### config.mk
export PLATFORM = sky130hd
export DESIGN_NAME = image_filter_top
export DESIGN_NICKNAME = d
export VERILOG_FILES = /design/src/source/image_filter_pkg.sv /design/src/source/filter_config.sv /design/src/source/image_filter_top.sv /design/src/source/kernel_filter.sv /design/src/source/point_filter.sv /design/src/source/video_output.sv /design/src/source/video_timing.sv
export SDC_FILE = /design/constraint.sdc
export NUM_CORES = 1
export LEC_CHECK = 0
export ABC_CLOCK_PERIOD_IN_PS = 7430
export BUFFER_PORTS_ARGS = -buffer_cell sky130_fd_sc_hd__buf_2
export CAP_MARGIN = 20
export CORE_ASPECT_RATIO = 1.75
export CORE_UTILIZATION = 52
export DETAILED_ROUTE_END_ITERATION = 7
export PLACE_DENSITY = 0.87
export SLEW_MARGIN = 40
export SYNTH_ARGS = -nofsm -noshare
export SYNTH_HDL_FRONTEND = slang
export SYNTH_SLANG_ARGS = --single-unit
### constraint.sdc
create_clock -name clk -period 7.43 [get_ports clk]
set_clock_uncertainty 0.05 [all_clocks]
set_input_delay 1.1145 -clock clk [delete_from_list [all_inputs] [get_ports clk]]
set_output_delay 1.1145 -clock clk [all_outputs]
set_load 0.1 [all_outputs]
### src/source/image_filter_pkg.sv
`default_nettype none

package image_filter_pkg;

   ////////////////////////////////////////
   // pixel types
   ////////////////////////////////////////

   typedef logic [7:0] pixel_t;

   typedef struct packed {
      pixel_t red;
      pixel_t green;
      pixel_t blue;
   } rgb24_t;

   // upper nibble of each channel, as sent to the monitor
   typedef struct packed {
      logic [3:0] red;
      logic [3:0] green;
      logic [3:0] blue;
   } rgb12_t;

   // 3x3 grayscale window around the current pixel
   typedef struct packed {
      pixel_t centre;
      pixel_t left;
      pixel_t right;
      pixel_t up;
      pixel_t down;
      pixel_t left_up;
      pixel_t left_down;
      pixel_t right_up;
      pixel_t right_down;
   } nbhd_t;

   ////////////////////////////////////////
   // filter modes
   ////////////////////////////////////////

   // codes 9, 11, 12 and 14 are reserved and give black
   typedef enum logic [3:0] {
      MODE_GRAY      = 4'd0,
      MODE_BRIGHTEN  = 4'd1,
      MODE_DARKEN    = 4'd2,
      MODE_INVERT    = 4'd3,
      MODE_RED_CUT   = 4'd4,
      MODE_BLUE_CUT  = 4'd5,
      MODE_GREEN_CUT = 4'd6,
      MODE_ORIGINAL  = 4'd7,
      MODE_BOX_BLUR  = 4'd8,
      MODE_EDGE      = 4'd10,
      MODE_SHARPEN   = 4'd13,
      MODE_GAUSSIAN  = 4'd15
   } mode_t;

   typedef struct packed {
      mode_t  mode;
      pixel_t adj;
   } filter_cfg_t;

   ////////////////////////////////////////
   // raster timing
   ////////////////////////////////////////

   typedef struct packed {
      logic [9:0] h_active;
      logic [9:0] h_front;
      logic [9:0] h_sync;
      logic [9:0] h_back;
      logic [9:0] v_active;
      logic [9:0] v_front;
      logic [9:0] v_sync;
      logic [9:0] v_back;
      logic [9:0] win_x;
      logic [9:0] win_y;
      logic [9:0] win_w;
      logic [9:0] win_h;
   } video_geom_t;

   // 640x480 visible, 800x524 total, 160x115 image window
   localparam video_geom_t VGA_GEOM = '{
      h_active: 10'd640, h_front: 10'd16, h_sync: 10'd96, h_back: 10'd48,
      v_active: 10'd480, v_front: 10'd11, v_sync: 10'd2,  v_back: 10'd31,
      win_x:    10'd100, win_y:   10'd100, win_w: 10'd160, win_h: 10'd115
   };

   localparam int ADDR_W = 15;

   // beam position and the flags that go with it
   typedef struct packed {
      logic [9:0] x;
      logic [9:0] y;
      logic       active;
      logic       in_window;
      logic       hsync_n;
      logic       vsync_n;
   } beam_t;

endpackage

`default_nettype wire

### src/source/filter_config.sv
`default_nettype none

module filter_config (
   input  wire                                clk,
   input  wire                                reset,
   input  wire                                frame_end_i,
   input  wire image_filter_pkg::mode_t       mode_i,
   input  wire image_filter_pkg::pixel_t      adj_i,
   output image_filter_pkg::filter_cfg_t      cfg_o
);

   import image_filter_pkg::*;

   // settings only move between frames
   always_ff @(posedge clk) begin
      if (reset) begin
         cfg_o <= '{mode: MODE_ORIGINAL, adj: 8'h00};
      end else if (frame_end_i) begin
         cfg_o <= '{mode: mode_i, adj: adj_i};
      end
   end

   // no mode switch inside a frame
   cfg_frame_locked: assert property (
      @(posedge clk) disable iff (reset)
      (cfg_o != $past(cfg_o)) |-> $past(frame_end_i)
   );

endmodule

`default_nettype wire

### src/source/image_filter_top.sv
`default_nettype none

module image_filter_top #(
   parameter image_filter_pkg::video_geom_t GEOM = image_filter_pkg::VGA_GEOM
) (
   input  wire                                  clk,
   input  wire                                  reset,
   input  wire image_filter_pkg::mode_t         mode_i,
   input  wire image_filter_pkg::pixel_t        adj_i,
   input  wire image_filter_pkg::rgb24_t        rgb_i,
   input  wire image_filter_pkg::nbhd_t         nbhd_i,
   output logic [image_filter_pkg::ADDR_W-1:0]  pix_addr_o,
   output logic                                 hsync_o,
   output logic                                 vsync_o,
   output image_filter_pkg::rgb12_t             rgb_o
);

   import image_filter_pkg::*;

   beam_t       beam;
   logic        frame_end;
   filter_cfg_t cfg;
   rgb24_t      point_px;
   pixel_t      kernel_px;

   ////////////////////////////////////////
   // raster and per-frame settings
   ////////////////////////////////////////

   video_timing #(
      .GEOM (GEOM)
   ) u_timing (
      .clk         (clk),
      .reset       (reset),
      .beam_o      (beam),
      .frame_end_o (frame_end),
      .pix_addr_o  (pix_addr_o)
   );

   filter_config u_config (
      .clk         (clk),
      .reset       (reset),
      .frame_end_i (frame_end),
      .mode_i      (mode_i),
      .adj_i       (adj_i),
      .cfg_o       (cfg)
   );

   ////////////////////////////////////////
   // filters and output stage
   ////////////////////////////////////////

   point_filter u_point (
      .rgb_i (rgb_i),
      .cfg_i (cfg),
      .px_o  (point_px)
   );

   kernel_filter u_kernel (
      .nbhd_i (nbhd_i),
      .cfg_i  (cfg),
      .px_o   (kernel_px)
   );

   video_output u_output (
      .clk      (clk),
      .reset    (reset),
      .beam_i   (beam),
      .cfg_i    (cfg),
      .point_i  (point_px),
      .kernel_i (kernel_px),
      .hsync_o  (hsync_o),
      .vsync_o  (vsync_o),
      .rgb_o    (rgb_o)
   );

endmodule

`default_nettype wire

### src/source/kernel_filter.sv
`default_nettype none

module kernel_filter (
   input  wire image_filter_pkg::nbhd_t       nbhd_i,
   input  wire image_filter_pkg::filter_cfg_t cfg_i,
   output image_filter_pkg::pixel_t           px_o
);

   import image_filter_pkg::*;

   logic [11:0]        orth_sum;
   logic [11:0]        corner_sum;
   logic [11:0]        all_sum;
   logic [11:0]        gauss_sum;
   logic signed [12:0] edge_val;
   logic signed [12:0] sharp_val;

   function automatic pixel_t clamp8(input logic signed [12:0] v);
      if (v < 0) begin
         return 8'h00;
      end else if (v > 13'sd255) begin
         return 8'hff;
      end
      return v[7:0];
   endfunction

   // partial sums shared by all kernels
   assign orth_sum   = 12'(nbhd_i.left) + 12'(nbhd_i.right) + 12'(nbhd_i.up) + 12'(nbhd_i.down);
   assign corner_sum = 12'(nbhd_i.left_up) + 12'(nbhd_i.left_down)
                     + 12'(nbhd_i.right_up) + 12'(nbhd_i.right_down);
   assign all_sum    = 12'(nbhd_i.centre) + orth_sum + corner_sum;

   // 1-2-1 weights, total 16
   assign gauss_sum  = (12'(nbhd_i.centre) << 2) + (orth_sum << 1) + corner_sum;

   assign edge_val  = 13'sd8 * $signed({5'b0, nbhd_i.centre})
                    - $signed({1'b0, orth_sum + corner_sum});
   assign sharp_val = 13'sd5 * $signed({5'b0, nbhd_i.centre}) - $signed({1'b0, orth_sum});

   always_comb begin
      case (cfg_i.mode)
         MODE_BOX_BLUR: px_o = pixel_t'(all_sum / 12'd9);
         MODE_EDGE:     px_o = clamp8(edge_val);
         MODE_SHARPEN:  px_o = clamp8(sharp_val);
         MODE_GAUSSIAN: px_o = gauss_sum[11:4];
         default:       px_o = 8'h00;
      endcase
   end

endmodule

`default_nettype wire

### src/source/point_filter.sv
`default_nettype none

module point_filter (
   input  wire image_filter_pkg::rgb24_t      rgb_i,
   input  wire image_filter_pkg::filter_cfg_t cfg_i,
   output image_filter_pkg::rgb24_t           px_o
);

   import image_filter_pkg::*;

   pixel_t gray;

   function automatic pixel_t sat_add(input pixel_t a, input pixel_t b);
      logic [8:0] s;
      s = {1'b0, a} + {1'b0, b};
      return s[8] ? 8'hff : s[7:0];
   endfunction

   function automatic pixel_t sat_sub(input pixel_t a, input pixel_t b);
      return (a > b) ? pixel_t'(a - b) : 8'h00;
   endfunction

   // luma approximation by shifts, peaks at 234 so no carry out
   assign gray = (rgb_i.red >> 2) + (rgb_i.red >> 5)
               + (rgb_i.green >> 1) + (rgb_i.green >> 4)
               + (rgb_i.blue >> 4) + (rgb_i.blue >> 5);

   always_comb begin
      px_o = rgb_i;
      case (cfg_i.mode)
         MODE_GRAY: begin
            px_o = '{red: gray, green: gray, blue: gray};
         end
         MODE_BRIGHTEN: begin
            px_o.red   = sat_add(rgb_i.red, cfg_i.adj);
            px_o.green = sat_add(rgb_i.green, cfg_i.adj);
            px_o.blue  = sat_add(rgb_i.blue, cfg_i.adj);
         end
         MODE_DARKEN: begin
            px_o.red   = sat_sub(rgb_i.red, cfg_i.adj);
            px_o.green = sat_sub(rgb_i.green, cfg_i.adj);
            px_o.blue  = sat_sub(rgb_i.blue, cfg_i.adj);
         end
         MODE_INVERT: begin
            px_o = ~rgb_i;
         end
         MODE_RED_CUT:   px_o.red   = sat_sub(rgb_i.red, cfg_i.adj);
         MODE_BLUE_CUT:  px_o.blue  = sat_sub(rgb_i.blue, cfg_i.adj);
         MODE_GREEN_CUT: px_o.green = sat_sub(rgb_i.green, cfg_i.adj);
         // original and the kernel codes pass the pixel through
         default: px_o = rgb_i;
      endcase
   end

endmodule

`default_nettype wire

### src/source/video_output.sv
`default_nettype none

module video_output (
   input  wire                                clk,
   input  wire                                reset,
   input  wire image_filter_pkg::beam_t       beam_i,
   input  wire image_filter_pkg::filter_cfg_t cfg_i,
   input  wire image_filter_pkg::rgb24_t      point_i,
   input  wire image_filter_pkg::pixel_t      kernel_i,
   output logic                               hsync_o,
   output logic                               vsync_o,
   output image_filter_pkg::rgb12_t           rgb_o
);

   import image_filter_pkg::*;

   // beam one cycle late, in step with the store data
   beam_t  beam_d;
   rgb24_t sel_px;
   logic   show;

   assign show = beam_d.active && beam_d.in_window;

   always_comb begin
      sel_px = '0;
      if (show) begin
         case (cfg_i.mode)
            MODE_BOX_BLUR, MODE_EDGE, MODE_SHARPEN, MODE_GAUSSIAN: begin
               sel_px = '{red: kernel_i, green: kernel_i, blue: kernel_i};
            end
            // point codes 0..7, reserved codes stay black
            default: begin
               if (!cfg_i.mode[3]) begin
                  sel_px = point_i;
               end
            end
         endcase
      end
   end

   always_ff @(posedge clk) begin
      if (reset) begin
         beam_d  <= '{x: '0, y: '0, active: 1'b0, in_window: 1'b0, hsync_n: 1'b1, vsync_n: 1'b1};
         hsync_o <= 1'b1;
         vsync_o <= 1'b1;
         rgb_o   <= '0;
      end else begin
         beam_d  <= beam_i;
         hsync_o <= beam_d.hsync_n;
         vsync_o <= beam_d.vsync_n;
         rgb_o   <= '{red: sel_px.red[7:4], green: sel_px.green[7:4], blue: sel_px.blue[7:4]};
      end
   end

endmodule

`default_nettype wire

### src/source/video_timing.sv
`default_nettype none

module video_timing #(
   parameter image_filter_pkg::video_geom_t GEOM = image_filter_pkg::VGA_GEOM
) (
   input  wire                                  clk,
   input  wire                                  reset,
   output image_filter_pkg::beam_t              beam_o,
   output logic                                 frame_end_o,
   output logic [image_filter_pkg::ADDR_W-1:0]  pix_addr_o
);

   import image_filter_pkg::*;

   // horizontal landmarks
   localparam logic [10:0] H_SYNC_START = GEOM.h_active + GEOM.h_front;
   localparam logic [10:0] H_SYNC_END   = H_SYNC_START + GEOM.h_sync;
   localparam logic [10:0] H_TOTAL      = H_SYNC_END + GEOM.h_back;

   // vertical landmarks
   localparam logic [10:0] V_SYNC_START = GEOM.v_active + GEOM.v_front;
   localparam logic [10:0] V_SYNC_END   = V_SYNC_START + GEOM.v_sync;
   localparam logic [10:0] V_TOTAL      = V_SYNC_END + GEOM.v_back;

   localparam logic [10:0] X_END = GEOM.win_x + GEOM.win_w;
   localparam logic [10:0] Y_END = GEOM.win_y + GEOM.win_h;
   localparam int unsigned WIN_SIZE = GEOM.win_w * GEOM.win_h;

   logic [9:0]        h_nxt;
   logic [9:0]        v_nxt;
   beam_t             beam_nxt;
   logic              last_nxt;
   logic              first_nxt;
   logic [ADDR_W-1:0] addr_nxt;

   // flags for a given position
   function automatic beam_t make_beam(input logic [9:0] x, input logic [9:0] y);
      beam_t b;
      b.x         = x;
      b.y         = y;
      b.active    = (x < GEOM.h_active) && (y < GEOM.v_active);
      b.in_window = (x >= GEOM.win_x) && (x < X_END) && (y >= GEOM.win_y) && (y < Y_END);
      b.hsync_n   = !((x >= H_SYNC_START) && (x < H_SYNC_END));
      b.vsync_n   = !((y >= V_SYNC_START) && (y < V_SYNC_END));
      return b;
   endfunction

   ////////////////////////////////////////
   // next beam position
   ////////////////////////////////////////

   always_comb begin
      if (beam_o.x == H_TOTAL - 11'd1) begin
         h_nxt = '0;
         v_nxt = (beam_o.y == V_TOTAL - 11'd1) ? '0 : beam_o.y + 10'd1;
      end else begin
         h_nxt = beam_o.x + 10'd1;
         v_nxt = beam_o.y;
      end
   end

   assign beam_nxt  = make_beam(h_nxt, v_nxt);
   assign last_nxt  = (h_nxt == H_TOTAL - 11'd1) && (v_nxt == V_TOTAL - 11'd1);
   assign first_nxt = (h_nxt == GEOM.win_x) && (v_nxt == GEOM.win_y);

   // address restarts on the window origin and wraps at the window size
   always_comb begin
      if (first_nxt || pix_addr_o == ADDR_W'(WIN_SIZE - 1)) begin
         addr_nxt = '0;
      end else begin
         addr_nxt = pix_addr_o + 1'b1;
      end
   end

   always_ff @(posedge clk) begin
      if (reset) begin
         beam_o      <= make_beam('0, '0);
         frame_end_o <= 1'b0;
         pix_addr_o  <= '0;
      end else begin
         beam_o      <= beam_nxt;
         frame_end_o <= last_nxt;
         // hold the address outside the window
         if (beam_nxt.in_window) begin
            pix_addr_o <= addr_nxt;
         end
      end
   end

   addr_in_range: assert property (
      @(posedge clk) disable iff (reset) pix_addr_o < WIN_SIZE
   );

   frame_end_single: assert property (
      @(posedge clk) disable iff (reset) frame_end_o |=> !frame_end_o
   );

endmodule

`default_nettype wire

==> results.json <==
{
  "cp-start-kind": "input port",
  "fillers": 1756,
  "hold_violations": 0,
  "initial_core_util": 0.529,
  "drive_gt1_frac": 0.154,
  "antenna_found_initial": 1,
  "slew_headroom": 0.443,
  "ys_ff_latch": 70,
  "synth.most_common_cell": "inv_1",
  "hpwl_um": 23500,
  "worstPathRequired_ns": 7.58,
  "synth_area_leaders": "ha_1, dfxtp_1, fa_1, inv_1, xnor2_1",
  "insertion_delay_ns": 0.33,
  "setup_ws_ns": 0.229,
  "fin_crit_ns": 7.20,
  "via_count": 10300,
  "cts_hold_buffers": 0,
  "worstPathArrival_ns": 7.35,
  "syn_to_final_growth_pct": 13.4,
  "ant_nets": 0,
  "clk_pin_slew_worst_paths_ns": 0.06,
  "cts_buffers": 9,
  "die_h_um": 192,
  "whs_path_depth": 1,
  "core_mm2": 0.0202,
  "finalWirelength_um": 28700,
  "dieArea_mm2": 0.0212,
  "outcome": "completed",
  "grt_pass1_wl_um": 45900,
  "drv_slew": 0,
  "rr_startpoint": "u_timing.beam_o[14]",
  "core.rowCount": 69,
  "synth_cells": 1346,
  "wl_per_cell_um": 16.5,
  "hold_path.class": "reg2reg",
  "clock_path_buffers": 2,
  "fin_setup_tns_ns": 0,
  "tightestPinTransition_ns": 0.824,
  "root_buffer": "clkbuf_16",
  "setup.worst_path.class": "in2reg",
  "nNetsFinal": 1814,
  "drt_iter0_markers": 596,
  "yosysSeqAreaShare": 0.131,
  "utilization": 0.600,
  "startpoint": "nbhd_i[48]",
  "synth_edf_count": 0,
  "netlist_top_cells_count": "inv_1, ha_1, nor2_1",
  "synth_top_area_share": 0.187,
  "syn_area_per_cell_um2": 7.94,
  "track_usage": 0.265,
  "grt_max_degree": 40,
  "grt_pass1_vias": 10300,
  "preCtsSetupSlack_ns": -0.113,
  "r2r_cells": 10,
  "max_freq_mhz": 139,
  "drv_cap": 0,
  "h-tree-depth": 3,
  "routed_via_density": 5.92,
  "cts.sinks": 70,
  "route.detailed.drc": 0,
  "gp_congestion": 0.982,
  "synthArstFlopShare": 0,
  "drt_pass1_iterations": 7,
  "grt-ovfl-total": 0,
  "yosysTopAreaCell": "ha_1",
  "ys.flop_type": "dfxtp_1",
  "finalSetupViolations": 0,
  "cts_tree": "yes",
  "cp_max_fo": 8,
  "end_kind": "flop",
  "portBuffers": 138,
  "ys.warnings.count": 0,
  "synth.cell_area_mm2": 0.0107,
  "synth_cell_type_count": 90,
  "io_pins": 139,
  "rrSetupSlack_ns": 3.63,
  "fin_hold_ws_ns": 0.356,
  "fin_crit_sh": 0.969,
  "worstHoldStart": "u_output.beam_d[0]",
  "syn_nets": 1674,
  "die_w_um": 110
}
## layout make-up
class / instances / area [um^2] / share of cell area
multi-input cells: 1013 / 8390 / 0.692
repair buffers: 161 / 863 / 0.0712
clock inverters: 4 / 47.5 / 0.00392
diodes: 1 / 2.50 / 0.000206
inverters: 231 / 867 / 0.0715
flip-flops and latches: 70 / 1400 / 0.116
clock buffers: 11 / 243 / 0.0200
well taps: 248 / 310 / 0.0256
## repair_timing
action	4_1_cts	5_1_grt
setup endpoints to repair	0	9
setup buffers	0	1
gates resized for setup	0	20
## path summary, 6_finish.rpt
path | endpoint
hold / removal | u_output.vsync_o
hold reg to reg | u_output.vsync_o
setup / recovery | u_output.rgb_o[4]
setup reg to reg | u_timing.pix_addr_o[7]
## layout by cell type, fill, tap and decap left out, types with 6 or more instances in the layout
cell type    n
inv_1      229
ha_1       160
buf_2      138
nor2_1      92
a21oi_1     86
dfxtp_1     70
nand2_1     63
xnor2_1     61
fa_1        58
o21ai_0     49
xor2_1      32
nor3_1      31
a21o_1      27
o21bai_1    26
nand3_1     24
buf_4       23
nor2b_1     19
mux2i_1     18
o21a_1      17
nand4_1     15
a31oi_1     14
and3_1      13
nand2b_1    12
and2_1      10
nor4_1      10
o211ai_1     9
clkbuf_16    9
o221ai_1     8
or3_1        7
or2_2        7
a211oi_1     6
o2111ai_1    6
a41oi_1      6
## kinds of logic (layout without fill, tap and decap cells)
kind of cell / count (synthesis) / count (layout) / share of synthesized area
AO/OA/AOI/OAI: 327 / 327 / 0.204
AND/OR/NAND/NOR: 350 / 350 / 0.175
other: 0 / 1 / 0
XOR/XNOR: 97 / 97 / 0.0795
multiplexers: 20 / 20 / 0.0190
adder cells (fa/ha/maj): 219 / 219 / 0.297
buffers and inverters: 263 / 407 / 0.0941
flip-flops: 70 / 70 / 0.131
## registers in the layout, indices dropped and copies added (netlist names)
| register | cells |
|---|---|
| u_output.beam_d | 4 |
| u_output.hsync_o | 1 |
| u_output.rgb_o | 12 |
| u_timing.beam_o | 24 |
| u_timing.pix_addr_o | 15 |
| u_config.cfg_o | 12 |
| u_output.vsync_o | 1 |
| u_timing.frame_end_o | 1 |
## critical path, cell delays in order
cell and delay, ns:
buf_2 0.10, ha_1 0.20, inv_1 0.07, fa_1 0.44
fa_1 0.50, inv_1 0.04, ha_1 0.22, fa_1 0.40
a21o_1 0.19, a21oi_1 0.24, o21bai_1 0.12, a21oi_1 0.29
xnor2_2 0.19, fa_1 0.54, inv_1 0.04, ha_1 0.37
a211oi_2 0.30, nor2_1 0.11, a2111o_1 0.44, and2_1 0.19
buf_4 0.16, mux2i_1 0.13, a221oi_1 0.30, o21ai_1 0.14
o21a_1 0.15, o31ai_4 0.25, a31oi_1 0.11
## per-stage QoR
step                std cells  instance area [um^2]
detailed placement       1722                 11700
global placement         1722                 11700
CTS                      1737                 12000
floorplan                1346                 10700
global route             1739                 12100
finish                   1739                 12100
## metal layers
metal,up-vias,share of wire,GRT usage
met1,4808,0.36,0.258
li1,4919,-,-
met4,0,0.062,0.170
met3,130,0.047,0.0246
met2,437,0.54,0.527
met5,-,0,0
Power is left out: the tool's default activity adds up to more than one toggle a clock period on the data nets, which glitch-free logic cannot reach.
